$ cat config.mk
export PLATFORM = sky130hd
export DESIGN_NAME = coll_reduce_top
export DESIGN_NICKNAME = d
export VERILOG_FILES = /design/src/logic/coll_pkg.sv /design/src/logic/coll_apb_regs.sv /design/src/logic/coll_reduce_top.sv /design/src/logic/flit_fifo.sv /design/src/logic/reduce_table.sv
export SDC_FILE = /design/constraint.sdc
export NUM_CORES = 2
export LEC_CHECK = 0
export BUFFER_PORTS_ARGS = -buffer_cell sky130_fd_sc_hd__buf_2
export CAP_MARGIN = 15
export CELL_PAD_IN_SITES_DETAIL_PLACEMENT = 1
export CELL_PAD_IN_SITES_GLOBAL_PLACEMENT = 1
export CORE_ASPECT_RATIO = 1.75
export CORE_MARGIN = 1
export CORE_UTILIZATION = 40
export CTS_CLUSTER_DIAMETER = 30
export DETAILED_ROUTE_END_ITERATION = 6
export PLACE_DENSITY = 0.72
export SYNTH_ARGS = -nofsm -noshare
export SYNTH_HDL_FRONTEND = slang
export SYNTH_SLANG_ARGS = --single-unit
export TNS_END_PERCENT = 5
$ cat constraint.sdc
create_clock -name clk -period 10.2 [get_ports clk]
set_clock_uncertainty 0.1 [all_clocks]
set_input_delay 1.02 -clock clk [delete_from_list [all_inputs] [get_ports clk]]
set_output_delay 1.02 -clock clk [all_outputs]
set_load 0.01 [all_outputs]
$ cat src/logic/coll_pkg.sv
package coll_pkg;

  // field widths of the flit, kept in one place
  localparam int PAYLOAD_W = 32;
  localparam int OP_W      = 4;
  localparam int ALG_W     = 2;
  localparam int TAG_W     = 8;
  localparam int CTX_W     = 8;
  localparam int RANK_W    = 9;
  localparam int COORD_W   = 3;

  // configuration and status widths
  localparam int CHILD_W   = 3;
  localparam int CNT_W     = 16;
  localparam int ADDR_W    = 8;

  // storage sizes
  localparam int TABLE_SIZE   = 6;
  localparam int TBL_IDX_W    = $clog2(TABLE_SIZE);
  localparam int FLIT_DEPTH   = 16;
  localparam int RESULT_DEPTH = 4;

  // apb register map
  localparam logic [ADDR_W-1:0] ADDR_CTRL = 8'h00;
  localparam logic [ADDR_W-1:0] ADDR_DONE = 8'h04;
  localparam logic [ADDR_W-1:0] ADDR_DROP = 8'h08;

  // reduction ops, max and min compare unsigned
  typedef enum logic [OP_W-1:0] {
    OP_SUM = 4'd0,
    OP_MAX = 4'd1,
    OP_MIN = 4'd2,
    OP_XOR = 4'd3
  } op_t;

  // one mesh coordinate, z in the top bits
  typedef struct packed {
    logic [COORD_W-1:0] z;
    logic [COORD_W-1:0] y;
    logic [COORD_W-1:0] x;
  } xyz_t;

  // 82 bit network flit, valid at bit 81 down to payload at bit 0
  // op is raw so that illegal codes can still be seen and dropped
  typedef struct packed {
    logic                 valid;
    xyz_t                 dst;
    xyz_t                 src;
    logic [RANK_W-1:0]    rank;
    logic [CTX_W-1:0]     context_id;
    logic [TAG_W-1:0]     tag;
    logic [ALG_W-1:0]     alg_type;
    logic [OP_W-1:0]      op;
    logic [PAYLOAD_W-1:0] payload;
  } flit_t;

  // finished reduction, 52 bits
  typedef struct packed {
    logic [CTX_W-1:0]     context_id;
    logic [TAG_W-1:0]     tag;
    op_t                  op;
    logic [PAYLOAD_W-1:0] payload;
  } result_t;

endpackage

$ cat src/logic/coll_apb_regs.sv
module coll_apb_regs (
  input  logic                         clk,
  input  logic                         rst,
  input  logic [coll_pkg::ADDR_W-1:0]  paddr,
  input  logic                         psel,
  input  logic                         penable,
  input  logic                         pwrite,
  input  logic [31:0]                  pwdata,
  output logic [31:0]                  prdata,
  output logic                         pready,
  output logic                         pslverr,
  output logic                         enable,
  output logic [coll_pkg::CHILD_W-1:0] children,
  input  logic                         done_pulse,
  input  logic                         drop_pulse
);

  import coll_pkg::*;

  logic             access;
  logic             addr_ok;
  logic [CNT_W-1:0] done_cnt;
  logic [CNT_W-1:0] drop_cnt;

  // access phase of an apb transfer, never stretched
  assign access = psel && penable;
  assign pready = 1'b1;

  assign addr_ok = (paddr == ADDR_CTRL) || (paddr == ADDR_DONE) || (paddr == ADDR_DROP);

  // unknown address, or a write to one of the counters
  assign pslverr = access && (!addr_ok || (pwrite && paddr != ADDR_CTRL));

  // read mux
  always_comb
  begin
    case (paddr)
      ADDR_CTRL: prdata = {{(31 - CHILD_W){1'b0}}, children, enable};
      ADDR_DONE: prdata = {{(32 - CNT_W){1'b0}}, done_cnt};
      ADDR_DROP: prdata = {{(32 - CNT_W){1'b0}}, drop_cnt};
      default:   prdata = '0;
    endcase
  end

  // ctrl: bit 0 enable, children count right above it
  always_ff @(posedge clk or posedge rst)
  begin
    if (rst)
    begin
      enable   <= 1'b0;
      children <= '0;
    end
    else if (access && pwrite && paddr == ADDR_CTRL)
    begin
      enable   <= pwdata[0];
      children <= pwdata[CHILD_W:1];
    end
  end

  // status counters stick at all ones
  always_ff @(posedge clk or posedge rst)
  begin
    if (rst)
    begin
      done_cnt <= '0;
      drop_cnt <= '0;
    end
    else
    begin
      if (done_pulse && done_cnt != '1)
        done_cnt <= done_cnt + 1'b1;
      if (drop_pulse && drop_cnt != '1)
        drop_cnt <= drop_cnt + 1'b1;
    end
  end

endmodule

$ cat src/logic/coll_reduce_top.sv
module coll_reduce_top (
  input  logic                           clk,
  input  logic                           rst,
  // flit input
  input  coll_pkg::flit_t                flit_in,
  input  logic                           flit_push,
  output logic                           flit_full,
  // result output
  output logic [coll_pkg::CTX_W-1:0]     res_context_id,
  output logic [coll_pkg::TAG_W-1:0]     res_tag,
  output logic [coll_pkg::OP_W-1:0]      res_op,
  output logic [coll_pkg::PAYLOAD_W-1:0] res_payload,
  output logic                           res_valid,
  input  logic                           res_ready,
  // apb
  input  logic [coll_pkg::ADDR_W-1:0]    paddr,
  input  logic                           psel,
  input  logic                           penable,
  input  logic                           pwrite,
  input  logic [31:0]                    pwdata,
  output logic [31:0]                    prdata,
  output logic                           pready,
  output logic                           pslverr
);

  import coll_pkg::*;

  flit_t              head_flit;
  logic               flit_empty;
  logic               tbl_pop;
  result_t            tbl_res;
  logic               tbl_res_push;
  logic               res_full;
  result_t            res_head;
  logic               res_empty;
  logic               enable;
  logic [CHILD_W-1:0] children;
  logic               done_pulse;
  logic               drop_pulse;

  // incoming flits wait here until the table takes them
  flit_fifo #(.item_t(flit_t), .DEPTH(FLIT_DEPTH)) i_flit_fifo (
    .clk(clk), .rst(rst), .wr_data(flit_in), .wr_en(flit_push), .rd_en(tbl_pop),
    .rd_data(head_flit), .empty(flit_empty), .full(flit_full));

  reduce_table i_table (
    .clk(clk), .rst(rst), .enable(enable), .children(children),
    .head(head_flit), .head_valid(!flit_empty), .pop(tbl_pop),
    .res_data(tbl_res), .res_push(tbl_res_push), .res_full(res_full),
    .done_pulse(done_pulse), .drop_pulse(drop_pulse));

  // finished reductions, drained by a valid/ready handshake
  flit_fifo #(.item_t(result_t), .DEPTH(RESULT_DEPTH)) i_result_fifo (
    .clk(clk), .rst(rst), .wr_data(tbl_res), .wr_en(tbl_res_push),
    .rd_en(res_valid && res_ready), .rd_data(res_head), .empty(res_empty),
    .full(res_full));

  assign res_valid      = !res_empty;
  assign res_context_id = res_head.context_id;
  assign res_tag        = res_head.tag;
  assign res_op         = res_head.op;
  assign res_payload    = res_head.payload;

  coll_apb_regs i_regs (
    .clk(clk), .rst(rst), .paddr(paddr), .psel(psel), .penable(penable),
    .pwrite(pwrite), .pwdata(pwdata), .prdata(prdata), .pready(pready),
    .pslverr(pslverr), .enable(enable), .children(children),
    .done_pulse(done_pulse), .drop_pulse(drop_pulse));

endmodule

$ cat src/logic/flit_fifo.sv
module flit_fifo #(
  parameter type item_t = coll_pkg::flit_t,
  parameter int  DEPTH  = 16
) (
  input  logic  clk,
  input  logic  rst,
  input  item_t wr_data,
  input  logic  wr_en,
  input  logic  rd_en,
  output item_t rd_data,
  output logic  empty,
  output logic  full
);

  // pointer and occupancy widths follow the depth
  localparam int PTR_W = (DEPTH > 1) ? $clog2(DEPTH) : 1;
  localparam int OCC_W = $clog2(DEPTH + 1);

  item_t            mem [DEPTH];
  logic [PTR_W-1:0] wr_ptr;
  logic [PTR_W-1:0] rd_ptr;
  logic [OCC_W-1:0] count;
  logic             do_wr;
  logic             do_rd;

  // wrap at depth, also for depths that are not a power of two
  function automatic logic [PTR_W-1:0] next_ptr(input logic [PTR_W-1:0] ptr);
    if (ptr == PTR_W'(DEPTH - 1))
      return '0;
    else
      return ptr + 1'b1;
  endfunction

  // a push when full and a pop when empty are both ignored
  assign do_wr = wr_en && !full;
  assign do_rd = rd_en && !empty;

  // flags come straight off the registered count
  assign empty = (count == '0);
  assign full  = (count == OCC_W'(DEPTH));

  // show-ahead: head entry is always on the output
  assign rd_data = mem[rd_ptr];

  // storage
  always_ff @(posedge clk)
  begin
    if (do_wr)
      mem[wr_ptr] <= wr_data;
  end

  // pointers
  always_ff @(posedge clk or posedge rst)
  begin
    if (rst)
    begin
      wr_ptr <= '0;
      rd_ptr <= '0;
    end
    else
    begin
      if (do_wr)
        wr_ptr <= next_ptr(wr_ptr);
      if (do_rd)
        rd_ptr <= next_ptr(rd_ptr);
    end
  end

  // occupancy, push and pop together leave it unchanged
  always_ff @(posedge clk or posedge rst)
  begin
    if (rst)
      count <= '0;
    else
    begin
      case ({do_wr, do_rd})
        2'b10:   count <= count + 1'b1;
        2'b01:   count <= count - 1'b1;
        default: count <= count;
      endcase
    end
  end

  // occupancy stays within the storage
  a_count_bound: assert property (@(posedge clk) disable iff (rst)
    count <= OCC_W'(DEPTH));

  // the consumer never reads an empty fifo
  a_no_pop_empty: assert property (@(posedge clk) disable iff (rst)
    !(rd_en && empty));

endmodule

$ cat src/logic/reduce_table.sv
module reduce_table (
  input  logic                         clk,
  input  logic                         rst,
  input  logic                         enable,
  input  logic [coll_pkg::CHILD_W-1:0] children,
  input  coll_pkg::flit_t              head,
  input  logic                         head_valid,
  output logic                         pop,
  output coll_pkg::result_t            res_data,
  output logic                         res_push,
  input  logic                         res_full,
  output logic                         done_pulse,
  output logic                         drop_pulse
);

  import coll_pkg::*;

  // entry state, only the valid bits are control
  logic [TABLE_SIZE-1:0] ent_valid;
  logic [CTX_W-1:0]      ent_ctx [TABLE_SIZE];
  logic [TAG_W-1:0]      ent_tag [TABLE_SIZE];
  op_t                   ent_op  [TABLE_SIZE];
  logic [PAYLOAD_W-1:0]  ent_acc [TABLE_SIZE];
  logic [CHILD_W-1:0]    ent_cnt [TABLE_SIZE];

  logic                  bad;
  logic                  leaf;
  logic                  hit;
  logic [TBL_IDX_W-1:0]  hit_idx;
  logic                  any_free;
  logic [TBL_IDX_W-1:0]  free_idx;
  logic                  completes;
  logic                  can_accept;
  logic                  accept_good;
  logic [PAYLOAD_W-1:0]  combined;
  logic                  key_dup;

  // one cycle integer combine, the op of the entry governs
  function automatic logic [PAYLOAD_W-1:0] combine(
    input op_t                  op,
    input logic [PAYLOAD_W-1:0] a,
    input logic [PAYLOAD_W-1:0] b
  );
    case (op)
      OP_SUM:  return a + b;
      OP_MAX:  return (a > b) ? a : b;
      OP_MIN:  return (a < b) ? a : b;
      default: return a ^ b;
    endcase
  endfunction

  // invalid flits and unknown ops are consumed and counted only
  assign bad  = !head.valid || !(head.op inside {OP_SUM, OP_MAX, OP_MIN, OP_XOR});
  assign leaf = (children == '0);

  // key lookup and lowest free slot
  // scanning downwards leaves the lowest index in the result
  always_comb
  begin
    hit      = 1'b0;
    hit_idx  = '0;
    any_free = 1'b0;
    free_idx = '0;
    for (int i = TABLE_SIZE - 1; i >= 0; i--)
    begin
      if (ent_valid[i] && ent_ctx[i] == head.context_id && ent_tag[i] == head.tag)
      begin
        hit     = 1'b1;
        hit_idx = TBL_IDX_W'(i);
      end
      if (!ent_valid[i])
      begin
        any_free = 1'b1;
        free_idx = TBL_IDX_W'(i);
      end
    end
  end

  assign combined = combine(ent_op[hit_idx], ent_acc[hit_idx], head.payload);

  // an open entry finishes on the children-th extra contribution
  // without an entry only a leaf completes at once
  assign completes = !bad && (hit ? (ent_cnt[hit_idx] >= children) : leaf);

  // completing needs room downstream, opening needs a free entry
  always_comb
  begin
    if (bad)
      can_accept = 1'b1;
    else if (completes)
      can_accept = !res_full;
    else
      can_accept = hit || any_free;
  end

  assign pop         = enable && head_valid && can_accept;
  assign accept_good = pop && !bad;

  // result goes out on the same edge the last flit is taken
  assign res_push            = pop && completes;
  assign res_data.context_id = head.context_id;
  assign res_data.tag        = head.tag;
  assign res_data.op         = hit ? ent_op[hit_idx] : op_t'(head.op);
  assign res_data.payload    = hit ? combined : head.payload;

  assign done_pulse = res_push;
  assign drop_pulse = pop && bad;

  // entry occupancy
  always_ff @(posedge clk or posedge rst)
  begin
    if (rst)
      ent_valid <= '0;
    else if (accept_good)
    begin
      if (hit && completes)
        ent_valid[hit_idx] <= 1'b0;
      else if (!hit && !leaf)
        ent_valid[free_idx] <= 1'b1;
    end
  end

  // entry contents, a freed slot keeps stale data
  always_ff @(posedge clk)
  begin
    if (accept_good)
    begin
      if (hit)
      begin
        ent_acc[hit_idx] <= combined;
        ent_cnt[hit_idx] <= ent_cnt[hit_idx] + 1'b1;
      end
      else if (!leaf)
      begin
        ent_ctx[free_idx] <= head.context_id;
        ent_tag[free_idx] <= head.tag;
        ent_op[free_idx]  <= op_t'(head.op);
        ent_acc[free_idx] <= head.payload;
        ent_cnt[free_idx] <= CHILD_W'(1);
      end
    end
  end

  // pairwise key compare over the open entries
  always_comb
  begin
    key_dup = 1'b0;
    for (int i = 0; i < TABLE_SIZE; i++)
      for (int j = i + 1; j < TABLE_SIZE; j++)
        if (ent_valid[i] && ent_valid[j] &&
            ent_ctx[i] == ent_ctx[j] && ent_tag[i] == ent_tag[j])
          key_dup = 1'b1;
  end

  // a key lives in at most one entry
  a_unique_keys: assert property (@(posedge clk) disable iff (rst) !key_dup);

  // only the fifo head is ever consumed
  a_pop_needs_head: assert property (@(posedge clk) disable iff (rst)
    pop |-> head_valid);

endmodule

==> qor.txt <==
Final cycle utilization of the critical path - 97.1%
Count of final setup violators - 0
NumNets Final - 4352
Clock sinks - 1448
Clock Pin Slew Worst Setup and Hold Paths - 0.06 ns
Final cell count without fillers - 6289
CTS tree - done
Clk buf depth - 4
Syn_area_per_cell - 16.4 sq um
Die Wd - 301 um
Min Tclk post-route - 9.90 ns
Root Buffer - clkbuf_16
Worst Path Required - 10.64 ns
WL/cell - 29.3 um
Ys flop type - edfxtp_1
Peak supply drop - 121 uV
Total number of vias - 37300
Crit path arrival time - 10.34 ns
FP Rows - 191
Critical path class - reg -> reg
Die height - 526 um
Post-synth EDFFs - 1386
First-pass iteration count of the detailed router - 7
Critical Path End Type - register
Initial drt markers - 3352
RSZ-0062 raised after global routing - no
Number of synthesis warnings - 0
Via density - 5.93
CP max FO - 42
Slew headroom - 16.4%
Placer Congestion - 0.932
Seq/Total Area, Yosys - 68.8%
Antenna violations before repair - 28
Synth async-reset ratio - 4.28%
Synthesis-to-finish area growth - 15.2%
Most used cell, CP - a21oi_1
Number of buffers created by CTS - 165
Cells after DPL - 5983
Core area - 155000 sq um
MaxCap Viol Count - 0
Critical path's largest stage delay - 0.68 ns
Startpoint types - register
DRC Markers - 66
Slowest cell on the critical path - nor4_1
H-tree levels - 4
Hold Path Class - in -> async
Vias in the first global route - 39700
Most frequent cells in the layout - edfxtp_1, mux4_2, nor2_1, clkbuf_16, buf_4
Largest net degree at the start of global routing - 118
Slew Limit Fails - 0
Post-route antenna net violation count - 0
Static Leak - 24.0 nW
IO buf count - 142
Total power - 16.7 mW
Status - complete, but fails checks
First-pass GRT wire length - 267000 um
Io pins - 217
Die ar. - 158000 sq um
Failing checks - design-rule violations
Remaining Overflow, GRT - 0
Slew @ Worst Pin - 1.25 ns
Setup TNS - 0 ns
Layout cell share with drive strength beyond 1 - 22.8%
CTS Hold Buffers Added - 0
Gate Count Post-Synth - 3824
Synth Cell Area - 62700 sq um
Total GRT Usage - 23.0%
Flops & latches, synth - 1448
Count of distinct cell types in the synthesized netlist - 111
Fmax - 101 MHz
Drt total wl - 184000 um
Fin. Hold Viols - 0
PwrDens - 231 nW/um^2
Synth area leaders - edfxtp_1, mux4_2, dfrtp_1, mux2i_1, ha_1
Detailed Place HPWL - 126000 um
Starting Density - 40.4%
Worst-Skew Late Latency - 0.81 ns
Commonest non-fill, non-tap cell in the layout - edfxtp_1
Yosys top cell by area - edfxtp_1
Synth top area share - 66.4%
critical path: cells and delay by family (launching register included):
kind                       cells  cell delay, ns
and+or+nand+nor                6            2.43
adders and majority gates      2            0.67
AOI/OAI and AO/OA             19            4.67
DFF                            1            0.61
buffers and inverters          5            1.05
muxes                          1            0.09
final cells by class:
type / instances / area (sq um)
antenna: 5 / 12.5
clock buffer: 177 / 4220
clock inverter: 113 / 1140
fill: 14900 / 82800
inverter: 135 / 509
multi-input combinational: 2064 / 18400
sequential: 1448 / 43200
tap: 2026 / 2530
timing repair buffer: 321 / 2300
flip-flops by register name, indices dropped and copies added (netlist names):
signal                count
i_table.ent_ctx          48
i_flit_fifo.mem         848
i_flit_fifo.rd_ptr        4
i_flit_fifo.count         5
i_result_fifo.mem       208
i_regs.enable             1
i_flit_fifo.wr_ptr        4
i_table.ent_op           24
i_regs.drop_cnt          16
i_table.ent_tag          48
i_result_fifo.wr_ptr      2
i_result_fifo.rd_ptr      2
i_table.ent_acc         192
i_regs.done_cnt          16
i_table.ent_valid         6
i_result_fifo.count       3
i_table.ent_cnt          18
i_regs.children           3
cells by family (layout without fill, tap and decap cells):
| group | Yosys count | after routing | synth area share (%) |
|---|---|---|---|
| AOI/OAI and AO/OA | 632 | 632 | 7.31 |
| xor gates and xnor gates | 138 | 138 | 1.93 |
| adders and majority gates | 89 | 89 | 1.81 |
| buffers and inverters | 327 | 746 | 2.38 |
| DFF | 1448 | 1448 | 68.8 |
| muxes | 396 | 396 | 11.3 |
| other | 2 | 22 | 0.0120 |
| and+or+nand+nor | 792 | 792 | 6.48 |
synthesized netlist by cell type, types with 29 or more instances:
library cell / number
inv_1: 134
mux2i_1: 125
or3_1: 29
ha_1: 85
o22ai_1: 31
nand4_1: 44
xor2_1: 57
a22o_1: 41
nand3_1: 58
a22oi_1: 58
nor2_1: 254
clkbuf_1: 96
o21ai_0: 71
nand2_1: 128
edfxtp_1: 1386
xnor2_1: 81
buf_1: 31
o221ai_1: 31
mux4_2: 244
nor3_1: 79
dfrtp_1: 62
a21oi_1: 127
routing by layer:
layer	global-route usage (%)	vias up	wire length, um
li1	-	15900	-
met1	25.8	19500	66300
met2	42.0	1350	98000
met3	3.54	500	9590
met4	11.5	32	10100
met5	0	-	195
power by group:
group          switching, mW  total, mW  internal (mW)
Combinational           2.28       3.63           1.35
Sequential             0.148       7.22           7.07
Clock                   2.51       5.82           3.31
Total                   4.94       16.7           11.7
worst paths after layout:
path                                                    from                                  end  slack, ns  cells after the start
setup / recovery           i_flit_fifo.rd_ptr[2]$_DFFE_PP0P_   i_result_fifo.mem[0][30]$_DFFE_PP_       0.30                     33
hold / removal                                           rst    i_flit_fifo.rd_ptr[0]$_DFFE_PP0P_       0.15                      2
setup reg to reg           i_flit_fifo.rd_ptr[2]$_DFFE_PP0P_   i_result_fifo.mem[0][30]$_DFFE_PP_       0.30                     33
hold reg to reg              i_regs.drop_cnt[12]$_DFFE_PP0P_      i_regs.drop_cnt[12]$_DFFE_PP0P_       0.40                      1
max in group asynchronous                                rst  i_result_fifo.rd_ptr[0]$_DFFE_PP0P_       8.66                      3
min in group clk                                   pwdata[0]            i_regs.enable$_DFFE_PP0P_       0.39                      2
metrics by stage:
stage	util [%]	worst slack [ns]	instance area [sq um]	hold WS, ns
after floorplan	-	0.671	62800	0.356
after global placement	43.0	0.459	66800	0.379
after detailed placement	43.0	0.257	66800	0.384
after CTS	46.5	0.125	72100	0.111
after global routing	46.6	0.0854	72300	0.153
final	46.6	0.300	72300	0.149
repair_timing:
item	in CTS	in global routing
setup endpoints to repair	0	20
resized for setup	0	9
buffers inserted	0	10
Note: power is estimated with default switching activity, not from simulation.
